<file path="config.mk">
export PLATFORM = sky130hd
export DESIGN_NAME = uart_link_top
export DESIGN_NICKNAME = d
export VERILOG_FILES = /design/src/hdl/uart_link_pkg.sv /design/src/hdl/packet_if.sv /design/src/hdl/packet_merger.sv /design/src/hdl/uart_link_top.sv /design/src/hdl/uart_rx.sv
export SDC_FILE = /design/constraint.sdc
export NUM_CORES = 1
export LEC_CHECK = 0
export ABC_AREA = 1
export BUFFER_PORTS_ARGS = -buffer_cell sky130_fd_sc_hd__clkbuf_2
export CAP_MARGIN = 10
export CORE_ASPECT_RATIO = 2
export CORE_MARGIN = 4
export CORE_UTILIZATION = 35
export CTS_CLUSTER_DIAMETER = 120
export DETAILED_ROUTE_END_ITERATION = 7
export PLACE_DENSITY = 0.61
export SLEW_MARGIN = 0
export SYNTH_ARGS = -nofsm -noshare
export SYNTH_HDL_FRONTEND = slang
export SYNTH_SLANG_ARGS = --single-unit
</file>
<file path="constraint.sdc">
create_clock -name clk_rx -period 8.3 [get_ports clk_rx]
set_clock_uncertainty 0.1 [all_clocks]
set_input_delay 1.245 -clock clk_rx [delete_from_list [all_inputs] [get_ports clk_rx]]
set_output_delay 1.245 -clock clk_rx [all_outputs]
set_load 0.01 [all_outputs]
</file>
<file path="src/hdl/uart_link_pkg.sv">
// uart link package with packet geometry and shared types for the two-link readout
`default_nettype none

package uart_link_pkg;

    ////////////////////////////////////////
    // packet geometry
    ////////////////////////////////////////

    // payload bits carried between start and stop bit, sent lsb first
    localparam int packet_width = 64;

    // payload without the parity bit, this is what leaves the merger
    localparam int data_width = packet_width - 1;

    // odd parity over the whole packet lives in the top payload bit
    localparam int parity_bit = packet_width - 1;

    // one start bit, the payload, one stop bit
    // receiver position 0 is start, 1..64 payload, 65 stop
    localparam int frame_bits = packet_width + 2;

    ////////////////////////////////////////
    // shared types
    ////////////////////////////////////////

    // bit position inside a frame, wide enough for frame_bits
    typedef logic [7:0] bit_count_t;

    // which serial link a packet came from
    typedef logic link_id_t;

    // saturating count of packets dropped for bad parity
    typedef logic [15:0] error_count_t;

endpackage

`default_nettype wire

</file>
<file path="src/hdl/packet_if.sv">
// packet interface carrying one received frame from a uart receiver to the merger
`default_nettype none

interface packet_if
    import uart_link_pkg::*;
();

    // one clk_rx cycle per completed frame, no back-pressure
    logic                  valid;
    // payload bits 62:0, stable while valid is high
    logic [data_width-1:0] packet;
    // odd parity failed on this frame
    logic                  parity_error;
    // v2 start bit rejected, informational strobe
    logic                  runt;

    // receiver owns every signal
    modport rx_side (
        output valid,
        output packet,
        output parity_error,
        output runt
    );

    // merger only observes
    modport merge_side (
        input valid,
        input packet,
        input parity_error,
        input runt
    );

endinterface

`default_nettype wire

</file>
<file path="src/hdl/packet_merger.sv">
// packet merger that joins two link streams, drops bad parity frames and counts them
`default_nettype none

module packet_merger
    import uart_link_pkg::*;
(
    input  logic                  clk_rx,
    input  logic                  reset_n,
    // receiver results, link 0 wins a collision
    packet_if.merge_side          link0,
    packet_if.merge_side          link1,
    // merged stream, one packet per pulse
    output logic                  out_valid,
    output logic [data_width-1:0] out_packet,
    output link_id_t              out_link,
    // saturating count of dropped packets
    output error_count_t          parity_error_count
);

    // per-link classification of this cycle
    logic good0;
    logic good1;
    logic bad0;
    logic bad1;

    // one-deep parking slot for link 1 on a collision
    logic                  held_valid;
    logic [data_width-1:0] held_packet;

    // packet picked for the output register
    logic                  sel_valid;
    logic [data_width-1:0] sel_packet;
    link_id_t              sel_link;
    logic                  take_held;
    logic                  park_link1;

    // error counter arithmetic, one spare bit catches the overflow
    logic [1:0]                     error_inc;
    logic [$bits(error_count_t):0] error_sum;

    ////////////////////////////////////////
    // input classification
    ////////////////////////////////////////

    // runt cycles carry no frame and are ignored
    assign good0 = link0.valid && !link0.runt && !link0.parity_error;
    assign good1 = link1.valid && !link1.runt && !link1.parity_error;
    assign bad0  = link0.valid && !link0.runt && link0.parity_error;
    assign bad1  = link1.valid && !link1.runt && link1.parity_error;

    // link 1 waits one cycle when both arrive together
    assign park_link1 = good0 && good1;

    ////////////////////////////////////////
    // output select
    ////////////////////////////////////////

    // priority is link 0, then link 1, then the parked packet
    always_comb begin
        sel_valid  = 1'b0;
        sel_packet = link0.packet;
        sel_link   = link_id_t'(0);
        take_held  = 1'b0;

        if (good0) begin
            sel_valid = 1'b1;
        end else if (good1) begin
            sel_valid  = 1'b1;
            sel_packet = link1.packet;
            sel_link   = link_id_t'(1);
        end else if (held_valid) begin
            sel_valid  = 1'b1;
            sel_packet = held_packet;
            sel_link   = link_id_t'(1);
            take_held  = 1'b1;
        end
    end

    ////////////////////////////////////////
    // collision slot
    ////////////////////////////////////////

    always_ff @(posedge clk_rx) begin
        if (!reset_n) begin
            held_valid <= 1'b0;
        end else if (park_link1) begin
            held_valid <= 1'b1;
        end else if (take_held) begin
            held_valid <= 1'b0;
        end
    end

    always_ff @(posedge clk_rx) begin
        if (park_link1) begin
            held_packet <= link1.packet;
        end
    end

    ////////////////////////////////////////
    // output register
    ////////////////////////////////////////

    always_ff @(posedge clk_rx) begin
        if (!reset_n) begin
            out_valid <= 1'b0;
        end else begin
            out_valid <= sel_valid;
        end
    end

    // payload and tag only move with a new packet
    always_ff @(posedge clk_rx) begin
        if (sel_valid) begin
            out_packet <= sel_packet;
            out_link   <= sel_link;
        end
    end

    ////////////////////////////////////////
    // parity error counter
    ////////////////////////////////////////

    // both links can fail in the same cycle, so the step is 0, 1 or 2
    assign error_inc = {1'b0, bad0} + {1'b0, bad1};
    assign error_sum = {1'b0, parity_error_count}
                     + {{($bits(error_count_t) - 1){1'b0}}, error_inc};

    always_ff @(posedge clk_rx) begin
        if (!reset_n) begin
            parity_error_count <= '0;
        end else if (error_sum[$bits(error_count_t)]) begin
            // stick at full scale once it wraps
            parity_error_count <= '1;
        end else begin
            parity_error_count <= error_sum[$bits(error_count_t)-1:0];
        end
    end

endmodule

`default_nettype wire

</file>
<file path="src/hdl/uart_link_top.sv">
// two-link uart readout top with one receiver per link feeding a common merger
`default_nettype none

module uart_link_top
    import uart_link_pkg::*;
(
    // receive clock shared by both links and the merger
    input  logic                  clk_rx,
    input  logic                  reset_n,
    // selects one (high) or two (low) clocks per bit on both links
    input  logic                  v3_mode,
    // serial lines, idle high
    input  logic                  rx_in_0,
    input  logic                  rx_in_1,
    // merged packet stream
    output logic                  out_valid,
    output logic [data_width-1:0] out_packet,
    output link_id_t              out_link,
    output error_count_t          parity_error_count
);

    ////////////////////////////////////////
    // receiver to merger links
    ////////////////////////////////////////

    packet_if link0_pkt ();
    packet_if link1_pkt ();

    ////////////////////////////////////////
    // receivers
    ////////////////////////////////////////

    uart_rx rx_link0 (
        .clk_rx  (clk_rx),
        .reset_n (reset_n),
        .rx_in   (rx_in_0),
        .v3_mode (v3_mode),
        .rx_out  (link0_pkt)
    );

    uart_rx rx_link1 (
        .clk_rx  (clk_rx),
        .reset_n (reset_n),
        .rx_in   (rx_in_1),
        .v3_mode (v3_mode),
        .rx_out  (link1_pkt)
    );

    ////////////////////////////////////////
    // merger
    ////////////////////////////////////////

    // link 0 takes priority when both frames finish together
    packet_merger merger (
        .clk_rx             (clk_rx),
        .reset_n            (reset_n),
        .link0              (link0_pkt),
        .link1              (link1_pkt),
        .out_valid          (out_valid),
        .out_packet         (out_packet),
        .out_link           (out_link),
        .parity_error_count (parity_error_count)
    );

endmodule

`default_nettype wire

</file>
<file path="src/hdl/uart_rx.sv">
// uart receiver for one readout link with start detection, bit sampling and parity check
`default_nettype none

module uart_rx
    import uart_link_pkg::*;
(
    // receive clock, one or two clocks per bit depending on mode
    input  logic      clk_rx,
    input  logic      reset_n,
    // serial line, idles high, asynchronous to clk_rx
    input  logic      rx_in,
    // high selects one clock per bit, low selects two clocks per bit
    input  logic      v3_mode,
    packet_if.rx_side rx_out
);

    // two-flop synchronizer on the serial line
    logic rx_d1;
    logic rx_d2;

    // frame in progress
    logic rx_busy;
    // sample phase, only the high phase takes a bit
    logic rx_phase;
    // position within the frame, 0 is the start bit
    bit_count_t rx_cnt;
    // payload shift register, fills from the top so bit 0 ends at the bottom
    logic [packet_width-1:0] rx_reg;

    // decoded sample conditions
    logic sample_now;
    logic at_start;
    logic at_stop;
    logic runt_start;

    ////////////////////////////////////////
    // input synchronizer
    ////////////////////////////////////////

    // line resets to idle level so no false start comes out of reset
    always_ff @(posedge clk_rx) begin
        if (!reset_n) begin
            rx_d1 <= 1'b1;
            rx_d2 <= 1'b1;
        end else begin
            rx_d1 <= rx_in;
            rx_d2 <= rx_d1;
        end
    end

    ////////////////////////////////////////
    // sample decode
    ////////////////////////////////////////

    // a bit is taken on every clock in v3, every second clock in v2
    assign sample_now = rx_busy && rx_phase;

    // only v2 ever sits at position 0 while busy
    assign at_start = (rx_cnt == '0);

    // stop bit position ends the frame
    assign at_stop = (rx_cnt == bit_count_t'(frame_bits - 1));

    // start bit already gone high at its mid sample
    assign runt_start = !v3_mode && at_start && rx_d2;

    ////////////////////////////////////////
    // frame control
    ////////////////////////////////////////

    always_ff @(posedge clk_rx) begin
        if (!reset_n) begin
            rx_busy      <= 1'b0;
            rx_phase     <= 1'b0;
            rx_cnt       <= '0;
            rx_out.valid <= 1'b0;
            rx_out.runt  <= 1'b0;
        end else begin
            // both strobes last a single cycle
            rx_out.valid <= 1'b0;
            rx_out.runt  <= 1'b0;

            if (!rx_busy) begin
                // first low sample while idle opens a frame
                if (!rx_d2) begin
                    rx_busy  <= 1'b1;
                    rx_phase <= 1'b1;
                    // v3 is already past the start bit on the next sample,
                    // v2 still has to confirm it at mid bit
                    rx_cnt   <= v3_mode ? bit_count_t'(1) : '0;
                end
            end else begin
                // v3 samples every clock, v2 alternates
                rx_phase <= v3_mode ? 1'b1 : ~rx_phase;

                if (rx_phase) begin
                    if (runt_start) begin
                        // glitch, drop back to idle without a frame
                        rx_busy     <= 1'b0;
                        rx_out.runt <= 1'b1;
                    end else if (at_stop) begin
                        // stop position reached, hand the frame over
                        rx_busy      <= 1'b0;
                        rx_out.valid <= 1'b1;
                    end else begin
                        rx_cnt <= rx_cnt + 1'b1;
                    end
                end
            end
        end
    end

    ////////////////////////////////////////
    // payload capture and parity
    ////////////////////////////////////////

    always_ff @(posedge clk_rx) begin
        // payload positions 1..64, lsb arrives first
        if (sample_now && !at_start && !at_stop) begin
            rx_reg <= {rx_d2, rx_reg[packet_width-1:1]};
        end

        // full packet is in rx_reg by the time the stop bit is sampled
        if (sample_now && at_stop) begin
            rx_out.packet <= rx_reg[parity_bit-1:0];
            // odd parity: the parity bit must be the inverse of the data xor
            rx_out.parity_error <= (rx_reg[parity_bit] == (^rx_reg[parity_bit-1:0]));
        end
    end

endmodule

`default_nettype wire

</file>
# Yosys cells after proc, flatten, opt, wreduce, memory -nomap -nowiden
# Cells that the tools add are included.
[totals]
register_bits = 429
inputBits = 5
out_inout_bits = 81
elab_cells = 128
[op_classes]
addsub = 4
eq_ne = 12
mux = 42
n_bitwise = 5
n_reduce_logical = 39
[ops]
columns = ["op", "n"]
rows = [
  ["$mux W63", 3],
  ["$reduce_xor A63 Y1", 2],
  ["$mux W8", 10],
  ["$mux W1", 28],
  ["$logic_and A1 B1 Y1", 19],
  ["$add A16 B2 Y17", 1],
  ["$add A8 B1 Y8 const B", 2],
  ["$eq A8 B7 Y1 const B", 2],
  ["$logic_not A8 Y1", 2],
  ["$mux W16", 1],
  ["$ne A2 B2 Y1 const B", 8],
  ["$logic_not A1 Y1", 9],
  ["$reduce_and A4 Y1", 2],
  ["$reduce_or A4 Y1", 2],
  ["$reduce_and A3 Y1", 2],
  ["$not A1 Y1", 5],
  ["$add A1 B1 Y2", 1],
  ["$eq A1 B1 Y1", 2],
  ["$reduce_bool A2 Y1", 1],
]

# Logic depth before layout (Yosys ltp)
[depth]
depth_word = 7
depth_mapped = 17
ltp_nobuf = 17

# By module
# Synthesis repeated with hierarchy kept, for this count alone.
[hier_totals]
cells_unflattened = 1717
area_unflattened_um2 = 18228.7
[by_module_without_submodules]
columns = ["module", "instances", "cells_each", "area_each_um2", "seq_area_each_um2"]
rows = [
  ["packet_merger", 1, 685, 6565.0, 4174.0],
  ["uart_rx at rx_link1", 1, 516, 5836.8, 4124.0],
  ["uart_rx at rx_link0", 1, 516, 5826.8, 4124.0],
]

# Worst setup path after synthesis
# OpenSTA, ideal clock, no wires.
[synth_timing]
path_kind = "reg2reg"
startpoint = "register rx_link0.rx_cnt[0]"
endpoint = "register rx_link0.rx_reg[0], enable pin"
setup_ns = 0.565
arrival_time_ns = 5.122
t_required_ns = 7.635
setup_slack_ns = 2.513
stages_incl_launch_ff = 6
n_path_buf = 0
period_less_slack_ns = 5.787
path_cell_list = "dfxtp_1 inv_1 ha_1 nand2_1 nor2_1 nor3_1"
[synth_between]
elab_chain_len = 4
elab_cells_between_ends = 6
classes_between = "1 x eq/ne; 5 x reduce/logical"
[synth_lines]
columns = ["item", "line", "text"]
rows = [
  ["start, declared", "uart_rx.sv:26", "bit_count_t rx_cnt;"],
  ["start signal, assigned", "uart_rx.sv:90", "rx_cnt <= v3_mode ? bit_count_t'(1) : '0;"],
  ["start signal, assigned", "uart_rx.sv:106", "rx_cnt <= rx_cnt + 1'b1;"],
  ["$logic_not A8 Y1", "uart_rx.sv:59", "assign at_start = (rx_cnt == '0);"],
  ["$logic_not A1 Y1", "uart_rx.sv:119", "if (sample_now && !at_start && !at_stop) begin"],
  ["$logic_and A1 B1 Y1", "uart_rx.sv:119", ""],
  ["$logic_and A1 B1 Y1 (*)", "uart_rx.sv:119", ""],
  ["end signal, assigned", "uart_rx.sv:120", "rx_reg <= {rx_d2, rx_reg[packet_width-1:1]};"],
  ["end, declared", "uart_rx.sv:28", "logic [packet_width-1:0] rx_reg;"],
]
# Mark *: on every way between the ends. The rest lies on a longest branch, timed or not.
# A chain may end at the register's enable or synchronous reset.

# Worst setup path after layout
[layout_timing]
startpoint = "register rx_link0.rx_out.parity_error"
endpoint = "register merger.held_packet[36], enable pin"
[layout_between]
elab_chain_len = 3
[layout_lines]
columns = ["item", "line", "text"]
rows = [
  ["start, declared", "packet_if.sv:21", "output parity_error,"],
  ["start signal, assigned", "uart_rx.sv:127", "rx_out.parity_error <= (rx_reg[parity_bit] == (^rx_reg[parity_bit-1:0]));"],
  ["$logic_not A1 Y1", "packet_merger.sv:46", "assign good0 = link0.valid && !link0.runt && !link0.parity_error;"],
  ["$logic_and A1 B1 Y1", "packet_merger.sv:46", ""],
  ["$logic_and A1 B1 Y1", "packet_merger.sv:52", "assign park_link1 = good0 && good1;"],
  ["net merger.park_link1", "packet_merger.sv:35", "logic park_link1;"],
  ["end signal, assigned", "packet_merger.sv:95", "held_packet <= link1.packet;"],
  ["end, declared", "packet_merger.sv:28", "logic [data_width-1:0] held_packet;"],
]
# The timed path passes the listed nets, and every way through them passes these cells.

==> results.md <==
- Root Driver: clkbuf_16
- Antenna violations before repair: 0
- Initial Util: 0.355
- Slew Limit Headroom: 0.308
- CTS tree: yes
- CTS hold repair buffers: 0
- Internal power: between 3 and 4 mW
- EDFF count, synth: 383
- RSZ-0062 raised after global routing: no
- Data required time of the worst path: 8380 ps
- Top delay family on crit path: simple AND/OR/NAND/NOR gates
- Final ANT Viol Nets: 0
- Drt total wl: 36,400 um
- Clock power share: 0.438
- Commonest cells post-synth: 504 x nand2_1, 383 x edfxtp_1, 175 x inv_1
- Worst VDD drop: 0.000121 V
- Maxcap violations: 0
- Critical setup path kind: reg -> reg
- HP Class: reg -> reg
- Placer congestion estimate: 0.779
- Fin. Hold Viols: 0
- # H-tree levels: 2
- Synth top area cells: edfxtp_1 64%, nand2_1 10%, dfxtp_1 5.1%, nand3_1 4.7%, inv_1 3.6%
- YS warnings: 0
- FMAX: 0.324 GHz
- Logic gate share of total power: 0.006
- Sequential cell area: 0.0124 mm2
- Outcome: finished clean
- DR vias/cell: 4.68
- Setup bufs post-CTS: 0
- Vias: 11,276
- CTS-repair resized insts: 0
- Pwr/cell area: 203 mW/mm2
- GRT Total Usage: 0.132
- Cells after synthesis: 1,634
- Switching power: 796 uW
- Fin crit period: ~3100 ps
- Ports: 86
- Area Growth Syn to Fin: 13.7%
- CP peak stage delay: 880 ps
- Global-route wire length before repair: 59,300 um
- CP max-delay cell: nor2_4
- CP dominant cell by count: buf_4
- CP Max Fanout: 65
- Mean Syn Cell Area: 11.1 um2
- Final period utilization: 0.372
- Synth area leader: edfxtp_1
- Area fraction of the dominant cell type after synthesis: 0.637
- Slew at the pin closest to its max-slew limit: 1040 ps
- Switching share of power: 0.191
- Worst setup SP type: flop
- Yosys reg bits: around 430
- Cell Rows: 117
- DR pass1 iterations: 6
- Cells after DPL: 2,339
- Library cells used by synthesis: 38
- Mapped Area: around 0.018 mm2
- Die height: about 330 um
- Vias in the first global route: 11,455
- TritonCTS Sinks: 429
- Post-Syn Nets: 1,647
- Sequential cell area fraction in the yosys report: 0.688
- DRC: 0
- CP endpoint kind: flop
- Main synth FF type: edfxtp_1
- Die area: around 0.056 mm2
- # diodes: 0
- Final cell count without fillers: ~2,400
- Async SR Flop Fraction: 0
- Post-route setup TNS: 0 ps
- Die X: 169 um
- LEAKAGE: 8.11 nW
- Final Max Slew Viols: 0
- Nets: about 1,700
- Fill count: approximately 5,000
- Arrival time at the worst endpoint: 3170 ps
- Hpwl dp: between 20,000 and 25,000 um
- Worst-path clk slew: 60 ps
- Largest net degree at the start of global routing: 66
- Gr ovfl total: 0
- Worst-Skew Late Latency: 530 ps
- Maximum clock path buffer count: 3
- Initial DRC Count: 787
- Routed length per instance: 15.1 um
- Part of the power in registers: 0.556
- Share of layout cells above drive strength 1: 0.115
- CP bufs+invs: 3
- I/O Buffers: 85
- Top-count cell post-synth: nand2_1
- Cts bufs inserted: 39
- Core box area: 0.0509 mm2
- Multi-input gate area: 0.00482 mm2
- Final setup fails: 0
- CP cell instances: nor3_1 -> inv_2 -> buf_4 -> nor2_4 -> buf_4
==> worst register-to-register path, stage by stage, from the launching register on <==
cell and delay, ps:
edfxtp_1 380, nor3_1 420, inv_2 40, buf_4 320
nor2_4 940, buf_4 530
==> power by group through the flow <==
stage / sequential, mW / combinational [mW] / clock (mW)
global route: 2.32 / 0.0293 / 1.98
CTS: 2.32 / 0.0258 / 1.89
global placement: 2.37 / 0.0251 / 0
floorplan: 2.37 / 0.0192 / 0
finish: 2.32 / 0.0254 / 1.83
detailed placement: 2.37 / 0.0257 / 0
==> stage by stage <==
| step | util | hold slack (ps) | area (um2) | power, mW | worst slack [ps] |
|---|---|---|---|---|---|
| 5_1_grt | 0.403 | 330 | 20500 | 4.33 | 4980 |
| 3_3_place_gp | 0.378 | 296 | 19300 | 2.39 | 5250 |
| 3_5_place_dp | 0.378 | 300 | 19300 | 2.40 | 5190 |
| 4_1_cts | 0.403 | 315 | 20500 | 4.24 | 5170 |
| 6_report | 0.403 | 312 | 20500 | 4.18 | 5210 |
| 2_1_floorplan | - | 293 | 18100 | 2.39 | 2510 |
==> final timing paths <==
| path | start | to | slack, ps | depth (start not counted) |
|---|---|---|---|---|
| min | rx_link0.rx_d1$_SDFF_PN1_ | rx_link0.rx_d2$_SDFF_PN1_ | 310 | 1 |
| max | rx_link0.rx_out.parity_error$_DFFE_PP_ | merger.held_packet[36]$_DFFE_PP_ | 5210 | 5 |
| min reg2reg | rx_link0.rx_d1$_SDFF_PN1_ | rx_link0.rx_d2$_SDFF_PN1_ | 310 | 1 |
| max reg2reg | rx_link0.rx_out.parity_error$_DFFE_PP_ | merger.held_packet[36]$_DFFE_PP_ | 5210 | 5 |
==> cell families (layout without fill, tap and decap cells) <==
logic type	Yosys count	after routing	synth area share
AOI/OAI and AO/OA	105	105	0.0303
xor gates and xnor gates	93	93	0.0451
adders and majority gates	8	8	0.00596
buffers and inverters	228	348	0.0480
DFF	429	429	0.688
and+or+nand+nor	771	771	0.183
==> per-layer routing <==
metal | global-route usage | part of all wire | vias up
met5 | 0 | 0 | -
met4 | 0.0512 | 0.034 | 0
met3 | 0.0225 | 0.045 | 75
met2 | 0.254 | 0.54 | 217
met1 | 0.142 | 0.38 | 5360
li1 | - | - | 5624
==> layout make-up <==
| type | count | area share |
|---|---|---|
| tap | 654 | 0.0398 |
| multi-input combinational | 977 | 0.235 |
| sequential | 429 | 0.605 |
| clock buffer | 44 | 0.0484 |
| inverter | 183 | 0.0334 |
| clock inverter | 25 | 0.0139 |
| timing repair buffer | 96 | 0.0247 |
==> cell usage in the layout, fill, tap and decap left out, drive strengths merged <==
cell	synthesis	routed
fa	1	1
nor2	54	54
o21ai	78	78
clkinv	0	15
edfxtp	383	383
a31oi	3	3
clkbuf	38	129
a221oi	2	2
nor3	12	12
nor4	3	3
nand4	8	8
or2	4	4
and3	1	1
nand3b	1	1
a211oi	1	1
xor2	46	46
nand3	173	173
inv	183	184
nor3b	2	2
ha	7	7
xnor2	47	47
nand2	513	513
bufinv	0	6
a21oi	21	21
buf	7	11
clkinvlp	0	3
dfxtp	46	46
No activity file was read; power rests on OpenSTA's default activity.
